## src/common/procyon_pkg.sv

```systemverilog
package procyon_pkg;

    localparam int DATA_WIDTH  = 32;
    localparam int ADDR_WIDTH  = 32;
    localparam int REG_COUNT   = 32;
    localparam int ROB_DEPTH   = 16;
    localparam int RS_DEPTH    = 4;
    localparam int FETCH_DEPTH = 4;
    localparam int PC_STEP     = 4;

    // RV32I major opcodes that the core decodes
    localparam logic [6:0] OPC_OP     = 7'b0110011;
    localparam logic [6:0] OPC_OP_IMM = 7'b0010011;
    localparam logic [6:0] OPC_LUI    = 7'b0110111;

    typedef logic [DATA_WIDTH-1:0]        data_t;
    typedef logic [ADDR_WIDTH-1:0]        addr_t;
    typedef logic [31:0]                  insn_t;
    typedef logic [$clog2(REG_COUNT)-1:0] reg_idx_t;
    typedef logic [$clog2(ROB_DEPTH)-1:0] rob_tag_t;

    typedef enum logic [3:0] {
        ALU_ADD,
        ALU_SUB,
        ALU_AND,
        ALU_OR,
        ALU_XOR,
        ALU_SLL,
        ALU_SRL,
        ALU_SRA,
        ALU_SLT,
        ALU_SLTU
    } alu_op_e;

    typedef struct packed {
        alu_op_e  op;
        reg_idx_t rsrc_a;
        reg_idx_t rsrc_b;
        reg_idx_t rdest;
        data_t    imm;
        logic     imm_b;
        logic     zero_a;
    } decoded_t;

    typedef struct packed {
        logic     rdy;
        rob_tag_t tag;
        data_t    data;
    } operand_t;

    typedef struct packed {
        alu_op_e  op;
        data_t    src_a;
        data_t    src_b;
        rob_tag_t tag;
    } issue_t;

    typedef struct packed {
        logic     en;
        rob_tag_t tag;
        data_t    data;
    } cdb_t;

    typedef struct packed {
        logic     en;
        reg_idx_t rdest;
        rob_tag_t tag;
        data_t    data;
    } retire_t;

endpackage
```

## src/rtl/procyon_dispatch.sv

```systemverilog
`timescale 1ns/1ps

module procyon_dispatch
    import procyon_pkg::*;
(
    input  logic     clk,
    input  logic     i_rst,

    input  logic     i_valid,
    input  insn_t    i_insn,
    output logic     o_ready,

    output reg_idx_t o_lookup_rsrc_a,
    output reg_idx_t o_lookup_rsrc_b,

    input  logic     i_rob_full,
    input  logic     i_rs_full,
    input  rob_tag_t i_tail_tag,
    output logic     o_enq_en,
    output decoded_t o_decoded
);

    logic [6:0] opcode;
    decoded_t   dec;
    decoded_t   decoded_q;
    logic       valid_q;

    assign opcode = i_insn[6:0];

    always_comb begin
        dec.rsrc_a = i_insn[19:15];
        dec.rsrc_b = i_insn[24:20];
        dec.rdest  = i_insn[11:7];
        dec.imm    = data_t'({{20{i_insn[31]}}, i_insn[31:20]});
        dec.imm_b  = (opcode != OPC_OP);
        dec.zero_a = 1'b0;
        case (i_insn[14:12])
            3'b000:  dec.op = (opcode == OPC_OP && i_insn[30]) ? ALU_SUB : ALU_ADD;
            3'b001:  dec.op = ALU_SLL;
            3'b010:  dec.op = ALU_SLT;
            3'b011:  dec.op = ALU_SLTU;
            3'b100:  dec.op = ALU_XOR;
            3'b101:  dec.op = i_insn[30] ? ALU_SRA : ALU_SRL;
            3'b110:  dec.op = ALU_OR;
            default: dec.op = ALU_AND;
        endcase
        // LUI is an add of the upper immediate to zero
        if (opcode == OPC_LUI) begin
            dec.op     = ALU_ADD;
            dec.imm    = {i_insn[31:12], 12'b0};
            dec.zero_a = 1'b1;
        end
    end

    assign o_enq_en        = valid_q & ~i_rob_full & ~i_rs_full;
    assign o_ready         = ~valid_q | o_enq_en;
    assign o_decoded       = decoded_q;
    assign o_lookup_rsrc_a = decoded_q.rsrc_a;
    assign o_lookup_rsrc_b = decoded_q.rsrc_b;

    always_ff @(posedge clk) begin
        if (i_rst) begin
            valid_q <= 1'b0;
        end else if (o_ready) begin
            valid_q <= i_valid;
        end
    end

    always_ff @(posedge clk) begin
        if (i_valid && o_ready) begin
            decoded_q <= dec;
        end
    end

    // Back to back enqueues must get consecutive ROB tags
    assert property (@(posedge clk) disable iff (i_rst)
        o_enq_en ##1 o_enq_en |-> i_tail_tag == rob_tag_t'($past(i_tail_tag) + 1'b1));

endmodule

```

## config.mk

```make
export PLATFORM = sky130hd
export DESIGN_NAME = procyon_dispatch
export DESIGN_NICKNAME = d
export VERILOG_FILES = /design/src/common/procyon_pkg.sv /design/src/rtl/procyon_dispatch.sv
export SDC_FILE = /design/constraint.sdc
export NUM_CORES = 1
export LEC_CHECK = 0
export ABC_AREA = 1
export BUFFER_PORTS_ARGS = -buffer_cell sky130_fd_sc_hd__clkbuf_2
export CORE_MARGIN = 3
export CORE_UTILIZATION = 40
export DETAILED_ROUTE_END_ITERATION = 6
export PLACE_DENSITY = 0.75
export SETUP_SLACK_MARGIN = 0.4
export SLEW_MARGIN = 20
export SYNTH_ARGS = -nofsm -noshare
export SYNTH_HDL_FRONTEND = slang
export SYNTH_SLANG_ARGS = --single-unit
```

## constraint.sdc

```tcl
create_clock -name clk -period 2.1 [get_ports clk]
set_input_delay 0 -clock clk [delete_from_list [all_inputs] [get_ports clk]]
set_output_delay 0 -clock clk [all_outputs]
set_load 0.01 [all_outputs]
```

-- After elaboration in Yosys (flattened, before gate mapping)
Index checks and enable logic that the tools add are counted.
- register bits: 54
- bits of input ports: 41
- output and inout port bits: 65
- word-level logic and storage cells: 32
- equal/unequal tests: 9
- mux-type cells: 5
- bitwise operators: 6
- reductions and logical operators: 3
- operators by type and width (cell ; count):
    31-bit two-way mux ; 1
    4-bit one-hot mux with 7 select lines ; 1
    7-bit by 6-bit equality test with 1-bit output (second input constant) ; 2
    3-bit equality test (second input constant) ; 3
    7-bit by 6-bit inequality test with 1-bit output (second input constant) ; 1
    3-bit by 2-bit equality test with 1-bit output (second input constant) ; 2
    3-bit by 1-bit equality test with 1-bit output (second input constant) ; 1
    3-bit logical NOT ; 1
    1-bit two-way mux ; 3
    1-bit NOT ; 3
    1-bit bitwise AND ; 2
    1-bit logical AND ; 2
    1-bit OR ; 1

-- Logic depth before layout (Yosys ltp)
Gate-level depths: netlist of the first run.
- depth in word-level cells: 5
- gate-level depth with buffers: 8
- gate-level depth less buffers: 7

-- Worst setup path after synthesis of the first run
Ideal clock, no wire load.
- path kind: register to register
- start point: register valid_q
- end point: register decoded_q, in the netlist o_decoded[0], enable pin
- library setup time: 407 ps
- arrival time: 1626 ps
- required time: 1693 ps
- path slack: 67 ps
- cell stages (with the launch flop): 4
- buffers on the path: 0
- clock period less this slack: 2033 ps
- cells stage by stage: dfxtp_1 o21ai_1 nand2_1 inv_1
- cells in the longest elaborated chain, start to end: 4
- elaborated cells on any way between the ends: 5
- those cells by class: bitwise: 4; reduce/logical: 1
- RTL lines (element ; line ; source):
    start, declared ; procyon_dispatch.sv:26 ; logic valid_q;
    start signal, assigned ; procyon_dispatch.sv:65 ; valid_q <= i_valid;
    1-bit bitwise AND (2 in series) ; procyon_dispatch.sv:55 ; assign o_enq_en = valid_q & ~i_rob_full & ~i_rs_full;
    1-bit OR * ; procyon_dispatch.sv:56 ; assign o_ready = ~valid_q | o_enq_en;
    named net o_ready ; procyon_dispatch.sv:11 ; output logic o_ready,
    1-bit logical AND * ; procyon_dispatch.sv:70 ; if (i_valid && o_ready) begin
    end signal, assigned ; procyon_dispatch.sv:71 ; decoded_q <= dec;
    end, declared ; procyon_dispatch.sv:25 ; decoded_t decoded_q;
Mark *: on every way through the listed nets, which the timed path passes. The rest lies on a longest branch.
A chain may end at the register's enable or synchronous reset.

-- Final worst setup path of the first run
- start point: register valid_q
- end point: register decoded_q, in the netlist o_decoded[30], enable pin
- cells in the longest elaborated chain, start to end: 4
- elaborated cells on any way between the ends: 5
- those cells by class: bitwise: 4; reduce/logical: 1
- RTL lines (element ; line):
    1-bit bitwise AND (2 in series) ; procyon_dispatch.sv:55
    1-bit OR * ; procyon_dispatch.sv:56
    1-bit logical AND * ; procyon_dispatch.sv:70
Mark *: on every way between the ends. The rest lies on a longest branch, timed or not.

==> results.toml, run 1 <==
[cells_and_area]
fill_cells = 457
syn_to_final_growth_pct = 34.1
diodes = 0
seqCellArea_um2 = 1610
multiInputGateArea_um2 = 377
drive_gt1_share_pct = 52.8
stdcell_count = 335
fin_nets = 305

[route]
vias = 1465
wl_per_cell_um = 12.4
vias_per_cell = 4.37
routed_wl_um = 4170
drtIter0Drc = 51
first_pass_iters = 4
drc_errors = 0
drtAntennaViolNets = 0

[setup_path]
crit_fanout = 32
worstPathRequired_ns = 2.07
critPathLaunchType = "flip-flop"
arrival_ns = 1.27
cp-end-kind = "flip-flop"
crit_type = "reg2reg"

[sta]
rsz0062_at_grt = "no"
timing.hold.ws_ns = 0.0106
fin_crit_ns = 1.30
setup_viol = 0
timing.fmax_mhz = 768
slew-limit-headroom_pct = 74.8
setup_tns_ns = 0
fin_crit_sh_pct = 62.0
timing.final.hold_violations = 0
maxSlewViolCount = 0
worst_pin_slew_ns = 0.379
fin_skew_ns = 0.00579

[clock_tree]
clkTransAtPathRegs_ns = 0.09
cts_tree = "done"
cts_buffers = 5
post-cts-setup-buffers = 0
ctsResizeCount = 0
htreeDepth = 2
root_buffer = "clkbuf_8"
clk_latency_ns = 0.30
clock_sinks = 54
cts_hold_buf = 18
cts_max_path_buffers = 2

[power]
combPwrFrac_pct = 13.0
total_leakage_power_uw = 0.00131
clockPowerShare_pct = 26.7
ir_drop_v = 0.000283
p_int_uw = 1620
p_per_area_nw_per_um2 = 724
swShare_pct = 23.8
netSwitchingPower_uw = 506
p_seq_share_pct = 60.4

[placement]
place_hpwl_um = 2880
gp_congestion = 0.673
io_buffers = 101
placed_cells = 309

[synth]
yosysWarningCount = 0
syn_nets = 192
ys_types = 21
netlist_instances = 151
synth_area_leader_cell = "edfxtp_1"
yosysSeqAreaShare_pct = 73.4
synth.top_cell.area_share_pct = 72.5
synth_area_um2 = 2190
synth_seq_cells = 54
netlist_top_cells_area = "edfxtp_1 73%, o21ai_2 5.2%, buf_4 3.4%"
postSynthAreaPerCell_um2 = 14.5

[global_route]
grt_max_degree = 33
grt_pass1_wl_um = 6150
gr-usage-all-layers_pct = 12.8
grt_pass1_vias = 1352
grt-ovfl-total = 0
antenna_found_initial = 0

[outcome]
status = "finished clean"

[floorplanning]
core_um2 = 5200
design.die.area_um2 = 6410
start_util_pct = 42.2
die_y_um = 80.1
ios = 106
die_w_um = 80.1
rows = 26

[worst_hold_path]
min_path_type = "in2reg"

[run]
maxCapViolations = 0
-- power groups by stage --
stage	logic (uW)	clock network, uW	registers, uW
floorplan	104	0	1350
global placement	248	0	1310
detailed placement	254	0	1310
CTS	281	585	1290
global route	304	640	1290
finish	276	568	1290
-- cell usage after synthesis (all sizes together) --
cell    count
nor3b       1
o21ai      16
dfxtp       1
buf        15
a21oi       2
nand4       1
nor3        1
nand3       1
nor2       17
inv        18
edfxtp     53
nand2      25
-- layer usage --
metal | up-vias | track usage (%) | wire length [um]
li1 | 726 | - | -
met1 | 675 | 13.4 | 1540
met3 | 4 | 4.04 | 317
met2 | 60 | 24.4 | 2280
met5 | - | 0 | 0
met4 | 0 | 3.55 | 26
-- layout by cell type (no fill, tap or decap), types with 2 or more instances in the layout --
master and count:
nand2_2 7, inv_1 15, o21ai_2 14, nand2_4 2
nor2_4 2, a21oi_1 2, clkbuf_8 5, edfxtp_1 53
o21ai_0 2, nor2_1 15, clkbuf_2 101, clkinvlp_4 3
dlygate4sd3_1 18, nand2_1 16, buf_4 2
-- layout make-up --
type                    instances  share of cell area, %
flip-flops and latches         54                   54.8
repair buffers                121                   23.8
multi-input cells              64                   12.8
clock buffers                   5                   2.34
inverters                      18                   2.51
clock inverters                 3                  0.808
well taps                      70                   2.98
-- logic make-up after synthesis --
family / count (synthesis) / share of synthesized area [%]
AO/OA/AOI/OAI: 18 / 6.33
flip-flops: 54 / 73.4
AND/OR/NAND/NOR: 46 / 10.7
buffers and inverters: 33 / 9.58
-- flip-flops by register name (all words and copies together), names as in the netlist --
register and count:
o_decoded 43, valid_q 1, o_lookup_rsrc_b 5, o_lookup_rsrc_a 5
-- worst max-delay path, cell delays in order (launching register included) --
cell and delay (ns):
dfxtp_1 0.33, o21ai_2 0.07, nand2_1 0.13, clkinvlp_4 0.09
buf_4 0.34
-- per-stage QoR --
| step | util [%] | worst slack (ns) | power [uW] | area, um^2 |
|---|---|---|---|---|
| floorplan | - | 0.422 | 1450 | 2200 |
| global placement | 51.3 | 0.829 | 1560 | 2670 |
| detailed placement | 51.3 | 0.789 | 1570 | 2670 |
| CTS | 56.5 | 0.782 | 2150 | 2940 |
| global route | 56.5 | 0.710 | 2240 | 2940 |
| finish | 56.5 | 0.797 | 2130 | 2940 |
-- path summary, 6_finish.rpt --
path              from       endpoint  slack (ns)  depth (start not counted)
max            valid_q  o_decoded[30]        0.80                          4
min          i_insn[6]   o_decoded[1]        0.01                          3
max reg2reg    valid_q  o_decoded[30]        0.80                          4
min reg2reg    valid_q        valid_q        1.04                          3
Note: power is estimated with default switching activity, not from simulation.
==> inputs of run 2 (changes only) <==
clock period = 1.21 ns   (was 2.1 ns; I/O delays follow)
==> run 2 against run 1 <==
The flow now finishes with violations (negative hold slack). Clock skew increased by 0.0020 ns. Total power increased by 71%. Clock power increased by 57%. Count of clock-buffer cells in the layout increased by 2. Global-route usage increased by 0.19 points. Sequential share of layout area decreased by 1.4 points. Via count about the same. Critical path depth unchanged. Largest cell class unchanged.
==> results.toml, run 2 (synthesized netlist as in run 1, its figures left out) <==
[outcome]
status = "finished with violations"
violations = "negative hold slack"

[sta]
fin_crit_sh_pct = 91.2
worst_pin_slew_ns = 0.258
slew-limit-headroom_pct = 82.8
setup_viol = 0
fin_crit_ns = 1.10
fin_skew_ns = 0.00782
timing.final.hold_violations = 1
timing.hold.ws_ns = -0.0231
maxSlewViolCount = 0
timing.fmax_mhz = 906
rsz0062_at_grt = "yes"

[setup_path]
cp-end-kind = "flip-flop"
crit_type = "reg2reg"
critPathLaunchType = "flip-flop"
crit_fanout = 30
arrival_ns = 1.09
worstPathRequired_ns = 1.20

[worst_hold_path]
min_path_type = "in2reg"

[cells_and_area]
diodes = 0
fill_cells = 446
drive_gt1_share_pct = 54.3
final_cell_area_um2 = 3020
syn_to_final_growth_pct = 37.6
layout_commonest_cell = "clkbuf_2"
fin_nets = 306
largest_reg_flops = 43
final_cell_mix = "97 x clkbuf_2, 53 x edfxtp_1, 17 x dlygate4sd3_1"

[placement]
io_buffers = 101
gp_congestion = 0.699
dpl_cell_area_um2 = 2740
place_hpwl_um = 2970

[power]
ir_drop_v = 0.000582
p_per_area_nw_per_um2 = 1200
total_leakage_power_uw = 0.00134

[global_route]
grt_max_degree = 31
grt-ovfl-total = 0
antenna_found_initial = 0
grt_pass1_vias = 1398
grt_pass1_wl_um = 6330
gr-usage-all-layers_pct = 13.0

[clock_tree]
root_buffer = "clkbuf_8"
cts_max_path_buffers = 2
cts_buffers = 5
cts_tree = "done"
clock_sinks = 54
cts_hold_buf = 17
htreeDepth = 2
clk_latency_ns = 0.29
clkTransAtPathRegs_ns = 0.09

[floorplanning]
ios = 106
die_w_um = 80.1
rows = 26
die_y_um = 80.1
core_um2 = 5200
start_util_pct = 42.2
design.die.area_um2 = 6410

[route]
wl_per_cell_um = 12.0
drtIter0Drc = 55
vias_per_cell = 4.38
drc_errors = 0
vias = 1466
first_pass_iters = 4
drtAntennaViolNets = 0
routed_wl_um = 4020

[run]
maxCapViolations = 0
-- run 2: critical path: stages (launching register included) --
cell and delay, ns:
dfxtp_2 0.34, o21ai_4 0.06, nand2_2 0.09, clkinvlp_4 0.11
buf_12 0.19
-- run 2: repair_timing --
action                                  4_1_cts  5_1_grt
buffers inserted                              1        0
gates resized for setup                       2        7
gates cloned                                  0        0
pin swaps                                     0        0
hold endpoints to repair                     20        1
endpoints found under the setup margin       98      119
-- run 2: cell type report --
type,count,area (um^2),area share [%]
clock buffer,7,76.3,2.53
inverter,18,86.3,2.86
multi-input combinational,64,413,13.7
sequential,54,1610,53.4
tap,70,87.6,2.90
timing repair buffer,122,744,24.6
-- run 2: final timing paths --
check	from	end	slack, ns	cells past startpoint
max	valid_q	o_decoded[5]	0.11	4
min	i_valid	valid_q	-0.02	3
max reg2reg	valid_q	o_decoded[5]	0.11	4
min reg2reg	valid_q	valid_q	0.59	3
-- run 2: per-stage QoR --
step                      util, %  std cells  worst slack (ns)  power, uW  setup TNS (ns)
after global placement       52.6        310             0.107       2730               0
after floorplan                 -        151            -0.419       2530          -22.23
after global routing         58.0        335            0.0733       3820               0
after detailed placement     52.6        310            0.0716       2750               0
after CTS                    57.8        335             0.103       3690               0
final                        58.0        335             0.106       3640               0
-- run 2: metal layers --
layer  GRT usage (%)  share of wire, %  vias up
met5               0                 0        -
met4            3.55              0.57        0
met3            4.15               7.7        4
met2            24.0                55       65
met1            14.3                37      669
li1                -                 -      728
-- run 2: where the power goes --
| part | switching (uW) | internal, uW | leakage [uW] |
|---|---|---|---|
| Combinational | 284 | 230 | 0.000781 |
| Clock | 492 | 399 | 0.0000383 |
| Sequential | 36.6 | 2200 | 0.000518 |
==> inputs of run 3 (changes only) <==
ABC_AREA = not set   (was 1)
PLACE_DENSITY = 0.76   (was 0.75)
SKIP_LAST_GASP = 1   (was not set)
==> run 3 against run 2 <==
The flow still finishes with violations (negative hold slack). Via count rose by 1.0%. Combinational power rose by 11%. Final cell count fell by 3.6%. Total power rose by 4.4%. Final area rose by 6.0%. Critical path type unchanged. First-iteration DRC count rose by 110%. Sequential power barely moved.
==> results.toml, run 3 <==
[outcome]
status = "finished with violations"
violations = "negative hold slack"

[clock_tree]
htreeDepth = 2
clkTransAtPathRegs_ns = 0.10
clock_sinks = 54
root_buffer = "clkbuf_8"
cts_tree = "done"
cts_max_path_buffers = 2
clk_latency_ns = 0.30
cts_buffers = 5
cts_hold_buf = 23

[power]
p_per_area_nw_per_um2 = 1190
ir_drop_v = 0.000490
total_leakage_power_uw = 0.00143

[floorplanning]
core_um2 = 4910
start_util_pct = 42.8
ios = 106
rows = 25
design.die.area_um2 = 6160
die_w_um = 78.5
die_y_um = 78.5

[setup_path]
crit_family = "flip-flops"
r2r-end = "o_decoded[38]"
slowest_delay_ns = 0.35
path_buf_inv = 1
arrival_ns = 1.10
r2r_start = "valid_q"
crit_type = "reg2reg"
cp_slowest_cell = "dfxtp_2"
worstPathRequired_ns = 1.22
rrSetupSlack_ns = 0.12
worstPathCellList = "o21ai_4 > and2_4 > buf_12"
crit_fanout = 32
cp-end-kind = "flip-flop"
critPathLaunchType = "flip-flop"
rr_worst_depth = 3

[route]
vias = 1481
drtAntennaViolNets = 0
routed_wl_um = 5120
wl_per_cell_um = 15.9
drc_errors = 0
drtIter0Drc = 118
vias_per_cell = 4.59
first_pass_iters = 4

[worst_hold_path]
whs_endpoint = "o_decoded[1]"
min_path_type = "in2reg"
holdPathStages = 2
min-delay-start = "i_insn[3]"

[placement]
dpl_cell_area_um2 = 2720
io_buffers = 101
placed_cells = 283
place_hpwl_um = 3190
gp_congestion = 0.774

[synth]
synthTopCellsByCount = "53 x edfxtp_1, 19 x a21o_1, 12 x nor2b_1, 10 x buf_4, 3 x buf_2"
syn_nets = 162
synth_area_leader_cell = "edfxtp_1"
synth-async-reset-ratio_pct = 0
synthFlopType = "edfxtp_1"
netlist_instances = 121
synth.top_cell.area_share_pct = 75.8
netlist_top_cells_area = "edfxtp_1 76%, a21o_1 6.8%, buf_4 3.6%"
postSynthAreaPerCell_um2 = 17.4
synth_most_common_cell = "edfxtp_1"
synth-edff-count = 53
yosysWarningCount = 0
ys_types = 25
synth_seq_cells = 54
synth_area_um2 = 2100
yosysSeqAreaShare_pct = 76.7

[sta]
fin_crit_sh_pct = 89.9
slew-limit-headroom_pct = 78.8
fin_skew_ns = 0.00534
maxSlewViolCount = 0
setup_tns_ns = 0
timing.fmax_mhz = 919
rsz0062_at_grt = "yes"
timing.hold.ws_ns = -0.0135
fin_crit_ns = 1.09
worst_pin_slew_ns = 0.318
timing.final.hold_violations = 1
setup_viol = 0

[cells_and_area]
stdcell_count = 323
fill_cells = 379
final_cell_mix = "92 x clkbuf_2, 53 x edfxtp_1, 23 x dlygate4sd3_1"
final_util_pct = 65.2
largest_reg_flops = 43
final_cell_area_um2 = 3200
diodes = 0
drive_gt1_share_pct = 53.5
layout_commonest_cell = "clkbuf_2"
syn_to_final_growth_pct = 52.4
fin_nets = 296

[global_route]
grt_pass1_wl_um = 7480
grt_max_degree = 33
gr-usage-all-layers_pct = 15.9
grt_pass1_vias = 1461
antenna_found_initial = 0
grt-ovfl-total = 0

[run]
maxCapViolations = 0
run 3: worst max-delay path by stage:
stage	slack (ns)	endpoint	depth (start not counted)	start
detailed placement	-0.01	o_decoded[17]	5	i_insn[2]
floorplan	-0.05	o_decoded[0]	2	valid_q
global route	0.09	o_decoded[7]	3	valid_q
CTS	0.13	o_decoded[25]	3	valid_q
finish	0.12	o_decoded[38]	3	valid_q
global placement	-0.003	o_decoded[29]	5	i_insn[2]
run 3: worst reg2reg max path: cells and delay by family, from the launching register on:
| family | cells | cell delay [ns] |
|---|---|---|
| DFF | 1 | 0.35 |
| buffers and inverters | 1 | 0.20 |
| and+or+nand+nor | 1 | 0.19 |
| AOI/OAI and AO/OA | 1 | 0.06 |
run 3: routing by layer:
layer  GRT usage, %  up-vias  share of wire [%]
met4           4.72        0               0.86
met2           29.9       67                 54
li1               -      713                  -
met5              0        -                  0
met1           17.5      697                 38
met3           4.01        4                6.4
run 3: where the power goes:
part           leakage, uW  total, uW  switching (uW)  internal [uW]
combinational     0.000871        569             278            291
clock            0.0000422       1000             595            409
sequential        0.000517       2230            38.2           2190
run 3: per-stage QoR:
stage	worst slack (ns)	total power [uW]
2_1_floorplan	-0.0545	2490
3_3_place_gp	-0.00307	2710
3_5_place_dp	-0.0124	2730
4_1_cts	0.128	3770
5_1_grt	0.0914	3960
6_report	0.122	3800
run 3: layout make-up:
cell class | instances | area [um^2] | area share (%)
multi-input combinational | 50 | 409 | 12.8
sequential | 54 | 1610 | 50.4
tap | 67 | 83.8 | 2.62
clock inverter | 3 | 20.0 | 0.625
clock buffer | 5 | 68.8 | 2.15
timing repair buffer | 142 | 987 | 30.8
inverter | 2 | 20.0 | 0.625
run 3: cells by family after synthesis:
| family | Yosys count | share of synthesized area, % |
|---|---|---|
| flip-flops | 54 | 76.7 |
| AO/OA/AOI/OAI | 25 | 9.05 |
| AND/OR/NAND/NOR | 24 | 8.75 |
| buffers and inverters | 17 | 5.06 |
| XOR/XNOR | 1 | 0.417 |
run 3: timing repair:
action,CTS,global route
setup endpoints to repair,132,152
gates cloned,1,3
hold endpoints to repair,30,1
buffers inserted,1,4
resized for setup,7,25
pin swaps,0,2
